<file path="config.mk">
export PLATFORM = sky130hd
export DESIGN_NAME = nfu_activation
export DESIGN_NICKNAME = d
export VERILOG_FILES = /design/src/nfu_pkg.sv /design/src/nfu_activation.sv
export SDC_FILE = /design/constraint.sdc
export NUM_CORES = 2
export LEC_CHECK = 0
export ABC_CLOCK_PERIOD_IN_PS = 12400
export BUFFER_PORTS_ARGS = -buffer_cell sky130_fd_sc_hd__buf_4
export CAP_MARGIN = 20
export CORE_MARGIN = 2
export CORE_UTILIZATION = 35
export CTS_CLUSTER_SIZE = 10
export DETAILED_ROUTE_END_ITERATION = 10
export PLACE_DENSITY = 0.57
export SLEW_MARGIN = 10
export SYNTH_ARGS = -nofsm -noshare
export SYNTH_HDL_FRONTEND = slang
export SYNTH_SLANG_ARGS = --single-unit
</file>
<file path="constraint.sdc">
create_clock -name clk -period 12.4 [get_ports clk]
set_input_delay 1.24 -clock clk [delete_from_list [all_inputs] [get_ports clk]]
set_output_delay 1.24 -clock clk [all_outputs]
set_load 0.01 [all_outputs]
</file>
<file path="src/nfu_pkg.sv">
/* NFU pipeline shared definitions
   Widths, command and tag structs, partial-sum opcodes and saturation helpers */

package nfu_pkg;

    // Word widths
    parameter int BIT_WIDTH = 16;
    parameter int SUM_WIDTH = 32;
    parameter int FRAC_BITS = 8;

    // Precision fields hold (bits - 1)
    parameter int PREC_W = 4;

    // Sigmoid segment address, 4 segments
    parameter int SEG_BITS = 2;

    // Saturation limits of a full-width word
    parameter int SAT_MAX = 2 ** (BIT_WIDTH - 1) - 1;
    parameter int SAT_MIN = -(2 ** (BIT_WIDTH - 1));

    // Partial-sum source for the adder tree
    typedef enum logic [1:0] {
        OP_FIRST = 2'd0,
        OP_ACCUM = 2'd1,
        OP_LOAD  = 2'd2
    } nfu_op_e;

    typedef struct packed {
        nfu_op_e             op;
        logic [PREC_W-1:0]   in_prec;
        logic [PREC_W-1:0]   out_prec;
        logic                activate;
        logic                spare;
    } nfu_cmd_t;

    // One linear segment, Q8.8 slope and offset
    typedef struct packed {
        logic signed [BIT_WIDTH-1:0] a;
        logic signed [BIT_WIDTH-1:0] b;
    } coef_t;

    // Control that travels beside the data
    typedef struct packed {
        logic     valid;
        nfu_cmd_t cmd;
    } pipe_tag_t;

    // Clamp a wide signed value to a full-width word
    function automatic logic signed [BIT_WIDTH-1:0] sat16(input logic signed [SUM_WIDTH-1:0] v);
        if (v > SAT_MAX) return BIT_WIDTH'(SAT_MAX);
        if (v < SAT_MIN) return BIT_WIDTH'(SAT_MIN);
        return BIT_WIDTH'(v);
    endfunction

    // Clamp to prec+1 signed bits, result stays sign-extended
    function automatic logic signed [BIT_WIDTH-1:0] sat_prec(
        input logic signed [BIT_WIDTH-1:0] v,
        input logic [PREC_W-1:0]           prec
    );
        int hi;
        int lo;
        hi = (1 << prec) - 1;
        lo = -(1 << prec);
        if (v > hi) return BIT_WIDTH'(hi);
        if (v < lo) return BIT_WIDTH'(lo);
        return v;
    endfunction

endpackage

</file>
<file path="src/nfu_activation.sv">
/* NFU-3 activation
   Coefficient RAM and piecewise-linear sigmoid over Q8.8 values, with bypass */

`timescale 1ns/100ps

module nfu_activation #(
    parameter int Tn = 4
) (
    input  logic                                           clk,
    input  logic                                           i_rst,
    input  nfu_pkg::pipe_tag_t                             i_tag,
    input  logic [Tn-1:0][nfu_pkg::SUM_WIDTH-1:0]          i_sums,
    input  logic                                           i_coef_we,
    input  logic [nfu_pkg::SEG_BITS-1:0]                   i_coef_addr,
    input  nfu_pkg::coef_t                                 i_coef,
    output nfu_pkg::pipe_tag_t                             o_tag,
    output logic [Tn-1:0][nfu_pkg::BIT_WIDTH-1:0]          o_values,
    output logic [Tn-1:0][nfu_pkg::SUM_WIDTH-1:0]          o_sums
);

    localparam int NSEG = 2 ** nfu_pkg::SEG_BITS;

    // One slope/offset pair per segment
    nfu_pkg::coef_t                         coef_mem [NSEG];
    logic [Tn-1:0][nfu_pkg::BIT_WIDTH-1:0]  act_vals;

    // Write port runs apart from the data stream
    always_ff @(posedge clk) begin
        if (i_rst) begin
            for (int k = 0; k < NSEG; k++) begin
                coef_mem[k] <= '0;
            end
        end else if (i_coef_we) begin
            coef_mem[i_coef_addr] <= i_coef;
        end
    end

    for (genvar r = 0; r < Tn; r++) begin : g_lane
        logic signed [nfu_pkg::SUM_WIDTH-1:0]  sum_s;
        logic signed [nfu_pkg::BIT_WIDTH-1:0]  x;
        logic [nfu_pkg::SEG_BITS-1:0]          seg;
        nfu_pkg::coef_t                        c;
        logic signed [nfu_pkg::SUM_WIDTH-1:0]  ax;
        logic signed [nfu_pkg::SUM_WIDTH-1:0]  b_ext;
        logic signed [nfu_pkg::BIT_WIDTH-1:0]  y;

        always_comb begin
            sum_s = i_sums[r];
            // Drop the fraction of the product scale, clamp to Q8.8
            x     = nfu_pkg::sat16(sum_s >>> nfu_pkg::FRAC_BITS);
            // Sign and bit 14 split the range into quarters
            seg   = {~x[nfu_pkg::BIT_WIDTH-1], x[nfu_pkg::BIT_WIDTH-2]};
            c     = coef_mem[seg];
            ax    = c.a * x;
            b_ext = c.b;
            y     = nfu_pkg::sat16(b_ext + (ax >>> nfu_pkg::FRAC_BITS));
            act_vals[r] = i_tag.cmd.activate ? y : x;
        end
    end

    always_ff @(posedge clk) begin
        if (i_rst) begin
            o_tag <= '0;
        end else begin
            o_tag <= i_tag;
        end
    end

    // Raw sums follow for the partial-sum output
    always_ff @(posedge clk) begin
        o_values <= act_vals;
        o_sums   <= i_sums;
    end

endmodule

</file>
# == Word level (Yosys, flattened, before mapping) ==
# Memories as Yosys holds them, arrays and structs flattened.
# Cells that the tools add are included.
# W data, S select, Z words.
# word_totals
reg_bits,205
elab_cells,112
mem_bits_rw,128
out_inout_bits,205
mem_count,1
in_bits,178
# mem_list
name,depth,word_bits,read_ports,rd_clocked_by_memory_dff,write_ports,line_no,rtl
coef_mem,4,32,4,0,4,nfu_activation.sv:24,nfu_pkg::coef_t coef_mem [NSEG];
# classes
bitwise_logic,4
mul,4
n_reduce_logical,1
add_sub_neg,4
n_lt_le_gt_ge,16
n_mux,68
# ops
op,n
$mux W16,36
$mul A16 B16 Y32,4
$add A16 B24 Y25,4
$gt A25 B16 Y1 const B,4
$lt A25 B16 Y1 const B,4
$gt A24 B16 Y1 const B,4
$lt A24 B16 Y1 const B,4
$mux W32,1
$reduce_or A32 Y1,1
$mux W1,30
$not A1 Y1,4
$mux W2,1

# == Logic depth before layout (Yosys ltp) ==
# An unclocked memory read counts as a cell.
# logic_depth
ltp_word,15
mapped_depth,47
depth_no_buf,45

# == Worst setup path after synthesis ==
# No wires, ideal clock.
# synth_timing
path_type,input -> register
from,in i_sums[124] (netlist name)
to,reg o_values[59] (netlist name)
arrival_time_ns,11.650
cell_stages,41
setup_slack_ns,0.673
required_ns,12.323
path_buffers,3
setup_ns,0.077
cell_sequence,nor4_1 a21oi_1 clkbuf_1 o21ai_1 clkbuf_1 mux2i_1 a21oi_1 nand2_1 fa_1 fa_1 fa_1 fa_1 inv_1 fa_1 inv_1 fa_1 inv_1 ha_1 (+5 left out) o21ai_1 a21o_1 a21o_1 a21oi_1 xnor2_1 ha_1 a21o_1 a21o_1 a21oi_1 nor2_1 o31a_1 a31oi_4 or4b_1 or4b_4 o31ai_4 buf_6 nand2_1 a22oi_2
# synth_lines
element,line_no,rtl
start: declaration,nfu_activation.sv:12,"input logic [Tn-1:0][nfu_pkg::SUM_WIDTH-1:0] i_sums,"
end signal: assignment,nfu_activation.sv:71,o_values <= act_vals;
end: declaration,nfu_activation.sv:17,"output logic [Tn-1:0][nfu_pkg::BIT_WIDTH-1:0] o_values,"

==> results.sh <==
export IMPL_core_area_um2=161000
export IMPL_clkLatencyLatePin_ps=670
export IMPL_final_cell_area_um2=65000
export IMPL_post_cts_resized=0
export IMPL_drv_cap=0
export IMPL_fin_tns_setup_ps=0
export IMPL_rows=147
export IMPL_cts_tree="yes"
export IMPL_cp_required_ps=12980
export IMPL_rrSetupSlack_ps=1520
export IMPL_slowest_delay_ps=540
export IMPL_final_nets=8427
export IMPL_synth_seq_cells=333
export IMPL_synthesis_nets=7966
export IMPL_gp_congestion=0.994
export IMPL_fmax_mhz=84.7
export IMPL_drtIter0Drc=4271
export IMPL_yosys_area_top_type="fa_1"
export IMPL_post_route_util_pct=40.5
export IMPL_synth_cell_type_count=88
export IMPL_async_reset_ff_share_pct=0
export IMPL_finalHoldViolCount=0
export IMPL_antenna_found_initial=22
export IMPL_drt_antenna_violating_nets=0
export IMPL_syn_to_final_growth_pct=14.7
export IMPL_post_drt_wl_per_cell_um=23.3
export IMPL_rsz0062_at_grt="no"
export IMPL_fin_cells=8987
export IMPL_dp_cells=8901
export IMPL_register_area_um2=7950
export IMPL_worst_path_buf_inv=9
export IMPL_via_count=47283
export IMPL_drcViolationCount=0
export IMPL_syn_inst=6328
export IMPL_path_delay_family="compound AO/OA/AOI/OAI gates"
export IMPL_via_per_inst=5.26
export IMPL_hp_class="in2reg"
export IMPL_cts_buffers=46
export IMPL_grt_max_degree=51
export IMPL_synth_edff_count=128
export IMPL_drive_gt1_share_pct=11.9
export IMPL_place_area_um2=63400
export IMPL_dp_hpwl_um=173000
export IMPL_die_area_um2=165000
export IMPL_slew_headroom_pct=32.2
export IMPL_status="finished clean"
export IMPL_grt_pass1_wl_um=312000
export IMPL_track_usage_pct=25.6
export IMPL_crit_slowest_cell="fa_1"
export IMPL_synth_warnings=0
export IMPL_path_clk_slew_ps=50
export IMPL_clkSinkCount=333
export IMPL_io_pins=383
export IMPL_ys_top_cells_by_area="fa_1, ha_1, inv_1"
export IMPL_nFillCells=16127
export IMPL_cp_arrival_ps=12390
export IMPL_yosysMostFrequentCell="inv_1"
export IMPL_critical_path_class="in2reg"
export IMPL_crit_top_cell="fa_1"
export IMPL_start_kind="input port"
export IMPL_multi_input_area_um2=43300
export IMPL_die_h_um=406
export IMPL_post_cts_setup_buffer_count=0
export IMPL_htree_num_levels=2
export IMPL_ys_seq_area_share_pct=14.0
export IMPL_finalCritPeriodShare_pct=95.2
export IMPL_cts_buffer_depth=3
export IMPL_wl_um=210000
export IMPL_period_needed_ps=11810
export IMPL_netlist_area_um2=56700
export IMPL_drv_slew=0
export IMPL_clk_root_buffer_cell="clkbuf_16"
export IMPL_skew_ps=29.3
export IMPL_port_buffers=382
export IMPL_grt_pass1_vias=48481
export IMPL_crit_fanout=29
export IMPL_initial_core_util_pct=35.3
export IMPL_tightest_slew_ps=1020
export IMPL_setup_violations=0
export IMPL_overflow=0
export IMPL_critPathCaptureType="register"
export IMPL_synth_top_area_share_pct=37.0
export IMPL_synth_main_ff_cell="dfxtp_1"
export IMPL_dieWidth_um=406
export IMPL_avgSynthCellArea_um2=8.95
export IMPL_yosys_top_cells_count="inv_1, fa_1, nand2_1"
export IMPL_dr_pass1_iters=6
export IMPL_ctsHoldBuffers=0
## layout make-up
class | instances | area share [%]
multi-input combinational | 4544 | 66.7
sequential | 333 | 12.2
timing repair buffer | 634 | 7.42
inverter | 1230 | 7.11
tap | 2160 | 4.16
clock buffer | 67 | 2.05
clock inverter | 14 | 0.275
antenna | 5 | 0.0193
## placed cells by master (no fill, tap or decap), types with 73 or more instances in the layout
cell type  instances
o21ai_1           73
and2_1           145
ha_1             412
inv_1           1225
dfxtp_1          205
nand3_1           82
nand2_1          828
o21a_1           100
fa_1            1048
nor2_1           578
o21ai_0           91
edfxtp_1         128
xnor2_1          144
a21oi_1          154
a31oi_1           73
buf_4            629
a21o_1           109
## metal layers
layer / GRT usage, % / share of wire [%]
met1: 33.7 / 40
met2: 40.4 / 45
met3: 6.03 / 9.4
met4: 10.6 / 4.9
met5: 0 / 0.10
## metrics by stage
step                hold WS [ps]  setup WS [ps]
global route                 662           86.0
floorplan                    879            673
finish                       683            590
global placement            1150            287
detailed placement          1150           26.8
CTS                          638            708
## cell families (layout without fill, tap and decap cells)
family | Yosys count | count (layout) | synth area share (%)
XOR/XNOR | 197 | 197 | 3.05
buffers and inverters | 1451 | 1945 | 9.64
other | 0 | 5 | 0
flip-flops | 333 | 333 | 14.0
multiplexers | 75 | 75 | 1.39
adder cells (fa/ha/maj) | 1460 | 1460 | 46.1
AND/OR/NAND/NOR | 1891 | 1891 | 14.6
AO/OA/AOI/OAI | 921 | 921 | 11.2
## worst paths after layout
check	from	end	cells past startpoint
worst max-delay path	i_sums[126]	o_values[52]	42
worst min-delay path	i_sums[67]	o_sums[67]	1
worst max register to register	coef_mem[1][17]	o_values[52]	41
worst min register to register	coef_mem[2][0]	o_values[32]	5
## sequential cells by signal, indices dropped and copies added (netlist names)
register  count
o_tag        13
o_values     64
o_sums      128
coef_mem    128
Power is left out: the tool's default activity adds up to more than one toggle a clock period on the data nets, which glitch-free logic cannot reach.
