$ cat src/nfu_pkg.sv
/* NFU pipeline shared definitions
   Widths, command and tag structs, partial-sum opcodes and saturation helpers */

package nfu_pkg;

    // Word widths
    parameter int BIT_WIDTH = 16;
    parameter int SUM_WIDTH = 32;
    parameter int FRAC_BITS = 8;

    // Precision fields hold (bits - 1)
    parameter int PREC_W = 4;

    // Sigmoid segment address, 4 segments
    parameter int SEG_BITS = 2;

    // Saturation limits of a full-width word
    parameter int SAT_MAX = 2 ** (BIT_WIDTH - 1) - 1;
    parameter int SAT_MIN = -(2 ** (BIT_WIDTH - 1));

    // Partial-sum source for the adder tree
    typedef enum logic [1:0] {
        OP_FIRST = 2'd0,
        OP_ACCUM = 2'd1,
        OP_LOAD  = 2'd2
    } nfu_op_e;

    typedef struct packed {
        nfu_op_e             op;
        logic [PREC_W-1:0]   in_prec;
        logic [PREC_W-1:0]   out_prec;
        logic                activate;
        logic                spare;
    } nfu_cmd_t;

    // One linear segment, Q8.8 slope and offset
    typedef struct packed {
        logic signed [BIT_WIDTH-1:0] a;
        logic signed [BIT_WIDTH-1:0] b;
    } coef_t;

    // Control that travels beside the data
    typedef struct packed {
        logic     valid;
        nfu_cmd_t cmd;
    } pipe_tag_t;

    // Clamp a wide signed value to a full-width word
    function automatic logic signed [BIT_WIDTH-1:0] sat16(input logic signed [SUM_WIDTH-1:0] v);
        if (v > SAT_MAX) return BIT_WIDTH'(SAT_MAX);
        if (v < SAT_MIN) return BIT_WIDTH'(SAT_MIN);
        return BIT_WIDTH'(v);
    endfunction

    // Clamp to prec+1 signed bits, result stays sign-extended
    function automatic logic signed [BIT_WIDTH-1:0] sat_prec(
        input logic signed [BIT_WIDTH-1:0] v,
        input logic [PREC_W-1:0]           prec
    );
        int hi;
        int lo;
        hi = (1 << prec) - 1;
        lo = -(1 << prec);
        if (v > hi) return BIT_WIDTH'(hi);
        if (v < lo) return BIT_WIDTH'(lo);
        return v;
    endfunction

endpackage

$ cat src/nfu_adder_tree.sv
/* NFU-2 adder tree
   Sums each row of products with a partial sum and keeps the last sums for accumulation */

`timescale 1ns/100ps

module nfu_adder_tree #(
    parameter int Tn = 4
) (
    input  logic                                           clk,
    input  logic                                           i_rst,
    input  nfu_pkg::pipe_tag_t                             i_tag,
    input  logic [Tn*Tn-1:0][nfu_pkg::SUM_WIDTH-1:0]       i_products,
    input  logic [Tn-1:0][nfu_pkg::SUM_WIDTH-1:0]          i_psum,
    output nfu_pkg::pipe_tag_t                             o_tag,
    output logic [Tn-1:0][nfu_pkg::SUM_WIDTH-1:0]          o_sums
);

    // Sums of the most recent valid item
    logic [Tn-1:0][nfu_pkg::SUM_WIDTH-1:0] held_sums;
    logic [Tn-1:0][nfu_pkg::SUM_WIDTH-1:0] psum_sel;
    logic [Tn-1:0][nfu_pkg::SUM_WIDTH-1:0] next_sums;

    // Partial-sum source mux
    always_comb begin
        for (int r = 0; r < Tn; r++) begin
            case (i_tag.cmd.op)
                nfu_pkg::OP_ACCUM: psum_sel[r] = held_sums[r];
                nfu_pkg::OP_LOAD:  psum_sel[r] = i_psum[r];
                default:           psum_sel[r] = '0;
            endcase
        end
    end

    for (genvar r = 0; r < Tn; r++) begin : g_row
        // Heap-ordered tree with leaves at Tn..2Tn-1 and the root at 1
        logic [2*Tn-1:1][nfu_pkg::SUM_WIDTH-1:0] node;

        always_comb begin
            for (int j = 0; j < Tn; j++) begin
                node[Tn+j] = i_products[r*Tn+j];
            end
            for (int k = Tn - 1; k >= 1; k--) begin
                node[k] = node[2*k] + node[2*k+1];
            end
        end

        // Wraps at SUM_WIDTH
        assign next_sums[r] = node[1] + psum_sel[r];
    end

    always_ff @(posedge clk) begin
        if (i_rst) begin
            o_tag     <= '0;
            held_sums <= '0;
        end else begin
            o_tag <= i_tag;
            // Bubbles leave the held sums untouched
            if (i_tag.valid) begin
                held_sums <= next_sums;
            end
        end
    end

    always_ff @(posedge clk) begin
        o_sums <= next_sums;
    end

endmodule

$ cat config.mk
export PLATFORM = sky130hd
export DESIGN_NAME = nfu_adder_tree
export DESIGN_NICKNAME = d
export VERILOG_FILES = /design/src/nfu_pkg.sv /design/src/nfu_adder_tree.sv
export SDC_FILE = /design/constraint.sdc
export NUM_CORES = 1
export LEC_CHECK = 0
export BUFFER_PORTS_ARGS = -buffer_cell sky130_fd_sc_hd__buf_2
export CAP_MARGIN = 20
export CORE_AREA = 2 2 306 308
export CTS_CLUSTER_SIZE = 12
export DETAILED_ROUTE_END_ITERATION = 8
export DIE_AREA = 0 0 308 310
export PLACE_DENSITY_LB_ADDON = 0.2
export RECOVER_POWER = 100
export SLEW_MARGIN = 15
export SYNTH_ARGS = -nofsm -noshare
export SYNTH_HDL_FRONTEND = slang
export SYNTH_SLANG_ARGS = --single-unit
$ cat constraint.sdc
create_clock -name clk -period 9.6 [get_ports clk]
set_input_delay 1.92 -clock clk [delete_from_list [all_inputs] [get_ports clk]]
set_output_delay 1.92 -clock clk [all_outputs]
set_load 0.02 [all_outputs]
# Yosys cells after proc, flatten, opt, wreduce, memory -nomap -nowiden

Index checks and enable logic that the tools add are counted.

Register bits after elaboration: 269
Bits of input ports: 655
Output and inout bits: 141
Logic and storage cells: 36

Add/sub/neg operators: 16
Eq/ne operators: 2
Mux-type cells: 4

Operators with widths:

| operator                                                              | count |
|---|---|
| 32-bit adder                                                          | 16 |
| 32-bit case mux with 2 select lines                                   | 4 |
| 2-bit by 1-bit equality test with 1-bit output, second input constant | 1 |
| 2-bit equality test, second input constant                            | 1 |

# Logic depth before layout (Yosys ltp)

Depth in word-level cells: 3
Mapped depth: 20
Depth with buffers taken out: 17

# Least setup slack after synthesis

Ideal clock, no wire load.

Kind: input-to-reg
Start: input i_tag[10] (netlist name)
End: register held_sums[93] (netlist name)
Library setup time: 122 ps
Data arrival time: 6,075 ps
Data required time: 9,478 ps
Slack: 3,403 ps
Cell stages on the path: 18
Path buffers: 3
Path through: inv_1 -> ha_1 -> clkbuf_1 -> clkbuf_1 -> buf_1 -> a22oi_1 -> or2_2 -> fa_1 -> inv_1 -> ha_1 -> a21oi_2 -> o211ai_1 -> or3_1 -> o21ai_2 -> o21ai_0 -> a31oi_1 -> mux2_2 -> a311o_1

Longest elaborated chain between the ends: 3
Elaborated cells on any way between the ends: 4
Classes of those cells: add/sub (1); eq/ne (2); mux (1)

Ends and longest elaborated chain:

| item                                                                                  | RTL line             | RTL |
|---|---|---|
| from (decl)                                                                           | nfu_adder_tree.sv:11 | `input nfu_pkg::pipe_tag_t i_tag,` |
| 2-bit equality test or 2-bit by 1-bit equality test with 1-bit output (tied branches) | nfu_adder_tree.sv:26 | `case (i_tag.cmd.op)` |
| 32-bit case mux with 2 select lines (*)                                               | nfu_adder_tree.sv:26 |  |
| 32-bit adder (*)                                                                      | nfu_adder_tree.sv:48 | `assign next_sums[r] = node[1] + psum_sel[r];` |
| to (signal assigned)                                                                  | nfu_adder_tree.sv:59 | `held_sums <= next_sums;` |
| to (decl)                                                                             | nfu_adder_tree.sv:19 | `logic [Tn-1:0][nfu_pkg::SUM_WIDTH-1:0] held_sums;` |

Mark *: on every way between the ends. The rest lies on a longest branch, timed or not.
A chain may end at the register's enable or synchronous reset.

# Worst setup path after layout

Start: input i_tag[10] (netlist name)
End: register held_sums[124] (netlist name)

The elaborated chain is that of the path after synthesis.

==> summary.txt <==
Logic synthesis
  • Yosys cell types: 87
  • Synth Register Bits: 269
  • Biggest area consumer among synthesized cells: fa_1
  • Syn Inst Count: 3206
  • Post-synthesis sequential area ratio: 19.77%
  • Count leader, synth: inv_1
  • Ys async rst share: 0%
  • Syn. warnings: 0
  • Synth top area share: approximately 27%
  • Synth area leaders: fa_1 (27%), dfxtp_1 (20%), inv_1 (14%)
  • Top_reg_cell synth: dfxtp_1
  • Post-synth EDFFs: 0
  • Synth top cells by count: inv_1 (1002), fa_1 (368), dfxtp_1 (269), nor2_1 (178), ha_1 (130)
  • Mapped Area: around 27000 um2
  • Synth Net Count: 4359
  • Post-Syn Area per Cell: 8.496 um2

Run status
  • Run status: finished, violations left
  • Failing checks: max-capacitance violations, max-slew violations

Cells and area
  • Final instance area: 33490 um2
  • Layout cells sized above 1: between 20 and 25%
  • Area occupied by multi-input gates: ~18000 um2
  • Nets: 5103
  • Fill cells: 9941
  • P&R area growth vs syn: 22.95%
  • Register area: 5385 um2

Critical path
  • Crit path required time: 9.92 ns
  • Crit path cell chain: clkbuf_1, inv_1, ha_1, clkbuf_1, a22oi_1, or2_2, fa_1, inv_1, ha_1, nand2_1, o21ai_0, o21ba_1, o311ai_1, a31o_1, o311ai_0, o311ai_0
  • CP Launch Type: input port
  • Highest cell delay on the worst timing path: 1.45 ns
  • Worst EP arrival: 7.99 ns
  • CP Capture Type: register
  • CP Class: in -> reg
  • Critical path's slowest cell: ha_1
  • Critical path fanouts, max: 36

Detailed routing
  • Routed WL: 92110 um
  • Vias: 23.34k
  • Via/cell ratio: 4.499
  • Wire per inst: 17.75 um
  • TritonRoute pass-1 iters: 7
  • DRC Markers: 0
  • Final ANT Viol Nets: 0
  • Initial DRC count: roughly 1.1k

Floorplan
  • I/O pin count: roughly 800
  • Die X: ~300 um
  • Initial core utilization: between 20% and 30%
  • Die Area: 95480 um2
  • Chip height: 310 um
  • Std-Cell Rows: between 100 and 150
  • Core area: 92490 um2

Placed design
  • RD Place Congestion: 0.8657
  • Dpl cell area: ~32000 um2
  • Post-DP HPWL: 76640 um
  • Port bufs: a little under 800

STA
  • Fin Hold WS: 0.4694 ns
  • Setup TNS: 0 ns
  • Final min period: 7.670 ns
  • Clock Skews: about 0.032 ns
  • Least-Margin Pin Slew: 3.583 ns
  • Final period util: 79.89%
  • Relative slew slack: -138.9%
  • Setup-failing EPs final: 0
  • Final Hold Viols: 0
  • Maximum clock frequency: 130.4 MHz
  • Pins Over Slew Limit: about 230
  • RSZ-0062 raised after global routing: no

Global route
  • Largest net degree at the start of global routing: 64
  • Vias in the first global route: 24.15k
  • Global-route wire length before repair: 138400 um
  • Initial antenna violation count: 16
  • Tot GR Track Use: 18.95%
  • Overflow after GRT: 0

CTS
  • CTS tree: yes
  • Clock root cell: clkbuf_16
  • H-Tree Depth: 2
  • Postcts setup bufs: 0
  • CTS sink cnt: ~270
  • Cts hold-fix bufs: 0
  • Clk slew on worst S/H paths: roughly 0.060 ns
  • Skew-Pair Late Insertion Delay: 0.57 ns
  • CTS Buf Count: 40
  • Deepest clock path buffer count: 3
  • Post-CTS Resized: 0

Power and ir drop
  • Max VDD drop: 0.0001260 V
  • Leak: 18.19 nW
  • Pwr per Cell Area: roughly 270 nW/um2

Job
  • Max_cap viols: 5

Worst hold path
  • HP Class: reg -> reg
## per-stage QoR
stage | utilization (%) | std cells | worst slack, ns | power [W]
CTS | 36.45 | 5176 | 3.225 | 0.009174
detailed placement | 35.05 | 5105 | 2.596 | 0.007616
floorplan | - | 3206 | 3.403 | 0.005888
global route | 36.19 | 5182 | 1.482 | 0.009801
finish | 36.21 | 5188 | 1.930 | 0.008955
global placement | 35.05 | 5105 | 2.749 | 0.007636
## state kept, by name (all words and copies together), names as in the netlist
name       cells
held_sums    128
o_sums       128
o_tag         13
## placed cells by master (no fill, tap or decap), types with 9 or more instances in the layout
master / instances
mux2i_1: 68
ha_1: 129
nand4_1: 14
buf_4: 10
diode_2: 12
nor3_1: 35
xor2_1: 32
and4_1: 10
nand3_1: 37
a211oi_1: 12
nor4_1: 13
a311o_1: 13
dfxtp_1: 269
buf_2: 651
nor2_1: 178
o21bai_1: 12
fa_1: 368
or2_2: 105
inv_1: 1001
clkbuf_8: 9
o21ai_0: 56
clkbuf_1: 153
and3_1: 21
a22oi_1: 129
nand3b_1: 9
o21a_1: 23
or3_1: 12
nor2b_1: 25
nand2_1: 108
clkbuf_16: 41
a31oi_1: 19
a21o_1: 63
a21oi_1: 104
xnor2_1: 93
## critical path: cells and delay by family
family          cells  cell delay (ns)
buf+inv             4             1.03
fa+ha+maj           3             2.39
compound gates      7             2.20
simple gates        2             0.40
## per-layer routing
layer	track usage, %	part of all wire [%]	routed length (um)
met5	0	0.040	37
met4	4.447	2.0	1852
met3	3.937	6.2	5756
met2	34.16	50	46290
met1	23.04	41	38170
## power by group
part	internal (W)	switching, W
combinational	0.00213	0.00340
sequential	0.00169	0.000249
clock	0.000878	0.000595
total	0.00471	0.00425
## worst paths after layout
check,from,to,slack (ns),cells after the start
hold / removal,held_sums[81],held_sums[81],0.47,2
setup reg to reg,held_sums[1],held_sums[31],4.95,15
setup / recovery,i_tag[10],held_sums[124],1.93,16
hold reg to reg,held_sums[81],held_sums[81],0.47,2
## area by class of cell
type / instances / share of cell area (%)
multi-input cells: 1827 / 52.53
diodes: 12 / 0.08967
repair buffers: 810 / 11.74
well taps: 1197 / 4.472
inverters: 1002 / 11.23
clock inverters: 14 / 0.3400
clock buffers: 57 / 3.512
flip-flops and latches: 269 / 16.08
## cells by family (layout without fill, tap and decap cells)
family | count (synthesis) | count (layout) | synth area share [%]
multiplexers | 71 | 71 | 2.623
adder cells (fa/ha/maj) | 498 | 498 | 33.02
flip-flops | 269 | 269 | 19.77
AND/OR/NAND/NOR | 602 | 602 | 11.17
AO/OA/AOI/OAI | 531 | 531 | 13.85
buffers and inverters | 1110 | 1883 | 15.54
other | 0 | 12 | 0
XOR/XNOR | 125 | 125 | 4.019
Note: power is estimated with default switching activity, not from simulation.
