<file path="src/nfu_pkg.sv">
/* NFU pipeline shared definitions
   Widths, command and tag structs, partial-sum opcodes and saturation helpers */

package nfu_pkg;

    // Word widths
    parameter int BIT_WIDTH = 16;
    parameter int SUM_WIDTH = 32;
    parameter int FRAC_BITS = 8;

    // Precision fields hold (bits - 1)
    parameter int PREC_W = 4;

    // Sigmoid segment address, 4 segments
    parameter int SEG_BITS = 2;

    // Saturation limits of a full-width word
    parameter int SAT_MAX = 2 ** (BIT_WIDTH - 1) - 1;
    parameter int SAT_MIN = -(2 ** (BIT_WIDTH - 1));

    // Partial-sum source for the adder tree
    typedef enum logic [1:0] {
        OP_FIRST = 2'd0,
        OP_ACCUM = 2'd1,
        OP_LOAD  = 2'd2
    } nfu_op_e;

    typedef struct packed {
        nfu_op_e             op;
        logic [PREC_W-1:0]   in_prec;
        logic [PREC_W-1:0]   out_prec;
        logic                activate;
        logic                spare;
    } nfu_cmd_t;

    // One linear segment, Q8.8 slope and offset
    typedef struct packed {
        logic signed [BIT_WIDTH-1:0] a;
        logic signed [BIT_WIDTH-1:0] b;
    } coef_t;

    // Control that travels beside the data
    typedef struct packed {
        logic     valid;
        nfu_cmd_t cmd;
    } pipe_tag_t;

    // Clamp a wide signed value to a full-width word
    function automatic logic signed [BIT_WIDTH-1:0] sat16(input logic signed [SUM_WIDTH-1:0] v);
        if (v > SAT_MAX) return BIT_WIDTH'(SAT_MAX);
        if (v < SAT_MIN) return BIT_WIDTH'(SAT_MIN);
        return BIT_WIDTH'(v);
    endfunction

    // Clamp to prec+1 signed bits, result stays sign-extended
    function automatic logic signed [BIT_WIDTH-1:0] sat_prec(
        input logic signed [BIT_WIDTH-1:0] v,
        input logic [PREC_W-1:0]           prec
    );
        int hi;
        int lo;
        hi = (1 << prec) - 1;
        lo = -(1 << prec);
        if (v > hi) return BIT_WIDTH'(hi);
        if (v < lo) return BIT_WIDTH'(lo);
        return v;
    endfunction

endpackage

</file>
<file path="src/precision_unpacker.sv">
/* Neuron unpacker
   Sign-extends each packed lane from the input precision to full width */

`timescale 1ns/100ps

module precision_unpacker #(
    parameter int Tn = 4
) (
    input  logic                                           clk,
    input  logic                                           i_rst,
    input  nfu_pkg::pipe_tag_t                             i_tag,
    input  logic [Tn-1:0][nfu_pkg::BIT_WIDTH-1:0]          i_neurons,
    input  logic [Tn*Tn-1:0][nfu_pkg::BIT_WIDTH-1:0]       i_synapses,
    input  logic [Tn-1:0][nfu_pkg::SUM_WIDTH-1:0]          i_psum,
    output nfu_pkg::pipe_tag_t                             o_tag,
    output logic [Tn-1:0][nfu_pkg::BIT_WIDTH-1:0]          o_neurons,
    output logic [Tn*Tn-1:0][nfu_pkg::BIT_WIDTH-1:0]       o_synapses,
    output logic [Tn-1:0][nfu_pkg::SUM_WIDTH-1:0]          o_psum
);

    // Shift that moves the sign bit of the packed value to the MSB
    logic [nfu_pkg::PREC_W-1:0]                 ext_shift;
    logic [Tn-1:0][nfu_pkg::BIT_WIDTH-1:0]      ext_neurons;

    assign ext_shift = nfu_pkg::PREC_W'(nfu_pkg::BIT_WIDTH - 1) - i_tag.cmd.in_prec;

    // Shift up then arithmetic shift down, bits above in_prec are dropped
    always_comb begin
        logic [nfu_pkg::BIT_WIDTH-1:0] shifted;
        for (int l = 0; l < Tn; l++) begin
            shifted = i_neurons[l] << ext_shift;
            ext_neurons[l] = $signed(shifted) >>> ext_shift;
        end
    end

    always_ff @(posedge clk) begin
        if (i_rst) begin
            o_tag <= '0;
        end else begin
            o_tag <= i_tag;
        end
    end

    // Synapses and partial sums ride in the same register as their neurons
    always_ff @(posedge clk) begin
        o_neurons  <= ext_neurons;
        o_synapses <= i_synapses;
        o_psum     <= i_psum;
    end

endmodule

</file>
<file path="config.mk">
export PLATFORM = sky130hd
export DESIGN_NAME = precision_unpacker
export DESIGN_NICKNAME = d
export VERILOG_FILES = /design/src/nfu_pkg.sv /design/src/precision_unpacker.sv
export SDC_FILE = /design/constraint.sdc
export NUM_CORES = 1
export LEC_CHECK = 0
export ABC_CLOCK_PERIOD_IN_PS = 3700
export BUFFER_PORTS_ARGS = -buffer_cell sky130_fd_sc_hd__buf_4
export CORE_AREA = 2 2 355 357
export DETAILED_ROUTE_END_ITERATION = 7
export DIE_AREA = 0 0 357 359
export PLACE_DENSITY = 0.3
export SYNTH_ARGS = -nofsm -noshare
export SYNTH_HDL_FRONTEND = slang
export SYNTH_SLANG_ARGS = --single-unit
</file>
<file path="constraint.sdc">
create_clock -name clk -period 3.7 [get_ports clk]
set_input_delay 0.555 -clock clk [delete_from_list [all_inputs] [get_ports clk]]
set_output_delay 0.555 -clock clk [all_outputs]
set_load 0.05 [all_outputs]
</file>
---- Word-level counts from Yosys, hierarchy flattened ----
Cells that the tools add are included.
storage, ports and cells
  output and inout port bits .............. 461
  word-level logic and storage cells ...... 39
  memories kept ........................... 0
  bits in read-only memories .............. 0
  memory bits (writable) .................. 0
  bits in latches ......................... 0
  bits in registers ....................... 461
cells by class
  bitwise gates (word level) .............. 0
  magnitude comparators ................... 0
  equal/unequal tests ..................... 0
  multipliers ............................. 0
  add/sub/neg operators ................... 1
  multiplexer cells ....................... 0
  divide/modulo/power cells ............... 0
  reduce and logical (&&, ||, !) cells .... 0
  shift-type cells ........................ 8
operators by type and width
  cell                                     number
  left shift 16 x 4 -> 16 bit              4
  >>> shifter 16 x 4 -> 16 bit             4
  subtractor 4 bit (first input constant)  1

---- Depth between registers and ports, before layout ----
Gate-level depths: netlist of the first run.
  word-level depth ........................ 3
  gate-level depth with buffers ........... 10

---- Worst setup path after synthesis of the first run ----
Ideal clock, no wire load.
  kind .................................... input to register
  start ................................... input port i_tag[7] in the netlist's numbering
  end ..................................... register o_neurons[36] in the netlist's numbering
  data arrival time ....................... 2219 ps
  buffers on the path ..................... 1
  data required time ...................... 3579 ps
  slack ................................... 1360 ps
  library setup time ...................... 121 ps
  cell stages on the path ................. 7
  cell sequence ........................... buf_6 -> mux2_2 -> o32ai_2 -> nor4_1 -> or3_1 -> a21o_1 -> mux2_4
RTL lines
  element               RTL line                  source
  from (decl)           precision_unpacker.sv:11  input nfu_pkg::pipe_tag_t i_tag,
  to (signal assigned)  precision_unpacker.sv:46  o_neurons <= ext_neurons;
  to (decl)             precision_unpacker.sv:16  output logic [Tn-1:0][nfu_pkg::BIT_WIDTH-1:0] o_neurons,

==> results.yml, run 1 <==
die:
  die_h_um: 359
  io_pins: 924
  rows: 130
  die_x_um: 357
  core_um2: 125000
  initial_core_util_pct: 10.3
  die_area_um2: 128000
detailed_routing:
  drt_first_pass_iters: 5
  drt_first_iter_violations: 761
  route.detailed.wl_per_inst_um: 25.6
  drc: 0
  routed_wirelength_um: 103000
  drtAntennaViolNets: 0
  vias_per_cell: 3.39
  vias: 13635
synth:
  synth_nets: 1421
  seq_area_frac_synth_pct: 71.7
  ys.flop_type: "dfxtp_1"
  ys_warn_count: 0
  async_flop_share_pct: 0
  synthCells: 958
  synth_seq_cells: 461
  ys_types: 71
  syn-cell-area_um2: 12900
  synth.avg_cell_area_um2: 13.4
  synth-edff-count: 0
setup_path:
  worst_path_largest_cell_delay_ns: 0.67
  crit_buf_inv: 3
  crit_type: "in -> reg"
  crit_path_top_delay_cell: "o32ai_1"
  required_ns: 4.25
  end_kind: "register"
  path_common_cell: "buf_4"
  path_max_fanout: 55
  path_delay_family: "compound AO/OA/AOI/OAI gates"
  arrival_ns: 3.22
  path_cells: "buf_4 -> buf_12 -> and2_1 -> buf_4 -> a31o_2 -> o21ai_1 -> o32ai_1 -> nand2_1 -> o221ai_1"
  cp-start-kind: "input port"
run:
  cap_violations: 0
clocking:
  cts_inserted_buffers: 66
  cts_buffer_depth: 3
  htree_levels: 3
  tritoncts: "built"
  clock-sinks: 461
  clockRootBuffer: "clkbuf_16"
  path_clk_slew_ns: 0.05
status:
  outcome: "complete, no violations"
pwr:
  peakVddDrop_mv: 0.364
  fin_total_pwr_mw: 15.4
  p_leak_nw: 12.4
  powerDensity_nw_per_um2: 549
sta:
  tns_ns: 0
  finalCritPeriodShare_pct: 72.3
  report.final.slew_viol_count: 0
  tightest_slew_ns: 0.746
  setup_viol: 0
  fmax_ghz: 0.374
  hold_viol_final: 0
  fin_crit_ns: 2.68
  whs_ns: 0.0947
  rsz0062_at_grt: "no"
  setup_ws_ns: 1.02
  slew_headroom_pct: 50.3
finish:
  stdcell_count: 4020
  finalInstanceArea_um2: 28000
  ff_latch_area_um2: 9230
  drive_above_1_share_pct: 47.5
  layout_common_cells: "buf_4 (948), dfxtp_1 (461), dlygate4sd3_1 (384)"
  fin_nets: 2765
  final.fill_count: 13578
  finish.utilization_pct: 22.4
  final_common_cell: "buf_4"
  multiInputGateArea_um2: 3320
  syn2layout_area_growth_pct: 117
global_routing:
  track_usage_pct: 15.5
  grt_pass1_vias: 14703
  grt_first_pass_wirelength_um: 133000
  grt_max_degree: 56
  grt-ovfl-total: 0
  antenna_found_initial: 57
place:
  placed_area_um2: 21800
  place_ws_ns: 0.560
  gp_congestion: 0.864
  dp_hpwl_um: 85600
  io_buffers: 923
  dp.cells: 3500
min_path:
  min_path_type: "in -> reg"
-- report_power, final --
group / switching [mW] / leakage [nW] / internal (mW)
sequential: 0.133 / 3.89 / 5.29
combinational: 2.05 / 7.45 / 1.19
clock: 2.63 / 1.11 / 4.05
-- logic make-up after synthesis --
logic type | Yosys count | share of synthesized area [%]
AOI/OAI and AO/OA | 168 | 9.17
buffers and inverters | 64 | 2.54
DFF | 461 | 71.7
muxes | 93 | 10.3
and+or+nand+nor | 172 | 6.32
-- registers in the layout (all words and copies together) (netlist names) --
name	flops
o_psum	128
o_synapses	256
o_neurons	64
o_tag	13
-- cell usage after synthesis (11+ instances only) --
| master | instances | share of area (%) |
|---|---|---|
| nor2b_1 | 15 | 0.73 |
| o21ai_0 | 28 | 1.1 |
| o21ai_1 | 17 | 0.66 |
| mux4_2 | 28 | 4.9 |
| o211ai_1 | 11 | 0.64 |
| buf_2 | 17 | 0.66 |
| nand3_1 | 12 | 0.47 |
| dfxtp_1 | 461 | 72 |
| mux2_2 | 14 | 1.2 |
| clkbuf_1 | 26 | 0.76 |
| nor2_1 | 45 | 1.3 |
| nand2_1 | 61 | 1.8 |
| a21oi_1 | 26 | 1.0 |
| mux2i_1 | 45 | 3.5 |
-- repair_timing --
item / 4_1_cts / 5_1_grt
endpoints found under the setup margin: 0 / 0
hold endpoints to repair: 384 / 0
buffers inserted: 0 / 0
hold buffers: 384 / 0
gates resized for setup: 0 / 0
-- path summary, 6_finish.rpt --
path	start	end	depth (start not counted)	slack, ns
worst min-delay path	i_neurons[16]	o_neurons[16]	1	0.09
worst max-delay path	i_tag[7]	o_neurons[34]	9	1.02
-- final cells by class --
type,count,share of cell area [%]
well taps,1650,7.38
clock buffers,92,6.79
clock inverters,28,1.41
repair buffers,1334,39.3
diodes,16,0.143
inverters,6,0.0805
flip-flops and latches,461,33.0
multi-input cells,433,11.9
-- layer usage --
metal	global-route usage [%]	vias to the layer above	share of wire (%)
met5	0	-	0.14
met4	5.42	22	3.2
met3	8.27	143	13
met2	24.1	735	44
met1	18.0	6649	40
li1	-	6086	-
Power figures use the tool's default switching activity.
==> inputs of run 2 (changes only) <==
--- a/config.mk
+++ b/config.mk
@@ -5,11 +5,12 @@
 export SDC_FILE = /design/constraint.sdc
 export NUM_CORES = 1
 export LEC_CHECK = 0
-export ABC_CLOCK_PERIOD_IN_PS = 3700
+export ABC_AREA = 1
+export ABC_CLOCK_PERIOD_IN_PS = 2600
 export BUFFER_PORTS_ARGS = -buffer_cell sky130_fd_sc_hd__buf_4
-export CORE_AREA = 2 2 355 357
+export CORE_AREA = 2 2 360 362
 export DETAILED_ROUTE_END_ITERATION = 7
-export DIE_AREA = 0 0 357 359
+export DIE_AREA = 0 0 362 364
 export PLACE_DENSITY = 0.3
 export SYNTH_ARGS = -nofsm -noshare
 export SYNTH_HDL_FRONTEND = slang
==> constraint.sdc (replaced) <==
create_clock -name clk -period 2.6 [get_ports clk]
set_input_delay 0.39 -clock clk [delete_from_list [all_inputs] [get_ports clk]]
set_output_delay 0.39 -clock clk [all_outputs]
set_load 0.05 [all_outputs]
==> results.yml, run 2 <==
clocking:
  clock-sinks: 461
  tritoncts: "built"
  postCtsSetupBuffers: 0
  cts.repair.resized: 0
  cts_inserted_buffers: 61
  cts_buffer_depth: 3
  clockRootBuffer: "clkbuf_16"
  cts_hold_buf: 405
  path_clk_slew_ns: 0.06
  htree_levels: 2
synth:
  synth-edff-count: 0
  synth_area_leaders: "dfxtp_1 (64%), nand3_1 (16%), nand2_1 (12%), buf_2 (1.8%), inv_1 (0.91%)"
  synth_seq_cells: 461
  yosysTopAreaCell: "dfxtp_1"
  async_flop_share_pct: 0
  ys_types: 24
  syn-cell-area_um2: 14500
  seq_area_frac_synth_pct: 63.6
  synthCells: 1631
  synth_nets: 2094
  ys_warn_count: 0
  synth_top_area_share_pct: 63.6
  synth.avg_cell_area_um2: 8.90
  yosysMostFrequentCell: "nand3_1"
  ys.flop_type: "dfxtp_1"
  synthTopCellsByCount: "nand3_1 (471), nand2_1 (463), dfxtp_1 (461), buf_2 (53), inv_1 (35)"
sta:
  fmax_ghz: 0.549
  tightest_slew_ns: 0.483
  report.final.slew_viol_count: 0
  fin_crit_ns: 1.82
  finalCritPeriodShare_pct: 70.1
  whs_ns: 0.264
  rsz0062_at_grt: "no"
  hold_viol_final: 0
  setup_viol: 0
  slew_headroom_pct: 67.8
  tns_ns: 0
finish:
  final.fill_count: 14246
  syn2layout_area_growth_pct: 103
  top_regs: "o_synapses (256), o_psum (128), o_neurons (64)"
  stdcell_count: 4704
  fin_nets: 3405
  top_register: "o_synapses"
  largest_reg_flops: 256
  drive_above_1_share_pct: 35.5
  layout_common_cells: "buf_4 (933), nand3_1 (471), nand2_1 (463)"
  final_common_cell: "buf_4"
place:
  dp.cells: 4149
  gp_congestion: 0.814
  dp_hpwl_um: 117000
  io_buffers: 923
global_routing:
  grt_pass1_vias: 17210
  grt_first_pass_wirelength_um: 175000
  track_usage_pct: 20.2
  grt-ovfl-total: 0
  antenna_found_initial: 106
  grt_max_degree: 99
detailed_routing:
  drtAntennaViolNets: 0
  drt_first_pass_iters: 5
  route.detailed.wl_per_inst_um: 29.5
  vias: 17095
  vias_per_cell: 3.63
  drt_first_iter_violations: 906
  drc: 0
  routed_wirelength_um: 139000
die:
  io_pins: 924
  rows: 132
  die_area_um2: 132000
  die_x_um: 362
  die_h_um: 364
  initial_core_util_pct: 11.3
  core_um2: 128000
setup_path:
  crit_buf_inv: 1
  cp-start-kind: "register"
  path_delay_family: "flip-flops"
  path_cells: "buf_4"
  crit_type: "reg -> out"
  end_kind: "output pin"
  path_max_fanout: 1
  required_ns: 2.21
  crit_path_top_delay_cell: "dfxtp_1"
  arrival_ns: 1.43
  cp_num_cells: 1
  worst_path_largest_cell_delay_ns: 0.45
status:
  outcome: "complete, no violations"
pwr:
  p_leak_nw: 13.9
  powerDensity_nw_per_um2: 743
  peakVddDrop_mv: 0.515
  fin_total_pwr_mw: 21.9
run:
  cap_violations: 0
min_path:
  holdCritStartpoint: "i_tag[8]"
  hold_depth: 4
  min_to: "o_tag[8]"
  min_path_type: "in -> reg"
## run 2: how the worst max path moves through the flow
stage	slack, ns	startpoint	endpoint
after floorplan	0.96	i_tag[8]	o_neurons[44]
after global placement	0.31	i_tag[6]	o_neurons[43]
after detailed placement	0.34	i_tag[6]	o_neurons[43]
after CTS	0.70	o_neurons[57]	o_neurons[57]
after global routing	0.71	i_neurons[32]	o_neurons[43]
final	0.78	o_neurons[57]	o_neurons[57]
## run 2: cell type report
cell class	instances	area, um2	share of cell area (%)
antenna	37	92.6	0.314
clock buffer	82	1710	5.78
clock inverter	31	329	1.12
inverter	39	148	0.500
multi-input combinational	1030	4620	15.7
sequential	461	9230	31.3
tap	1675	2100	7.10
timing repair buffer	1349	11300	38.2
## run 2: metrics by stage
step / worst slack (ns) / utilization, % / instance area, um2
finish: 0.777 / 23.0 / 29500
global placement: 0.314 / 18.2 / 23300
floorplan: 0.960 / - / 14500
global route: 0.715 / 23.0 / 29500
CTS: 0.698 / 22.9 / 29400
detailed placement: 0.343 / 18.2 / 23300
## run 2: cells by family after synthesis
family	Yosys count	synth area share (%)
AOI/OAI and AO/OA	36	1.34
DFF	461	63.6
buffers and inverters	140	4.57
and+or+nand+nor	994	30.5
## run 2: where the power goes
part,internal (mW),switching [mW]
Combinational,1.78,3.62
Clock,5.01,3.76
Sequential,7.54,0.214
## run 2: layer usage
layer	part of all wire, %	GRT usage, %	vias to the layer above
li1	-	-	8058
met1	40	23.9	8079
met2	46	32.4	733
met3	12	10.7	191
met4	2.3	4.10	34
met5	0.16	0	-
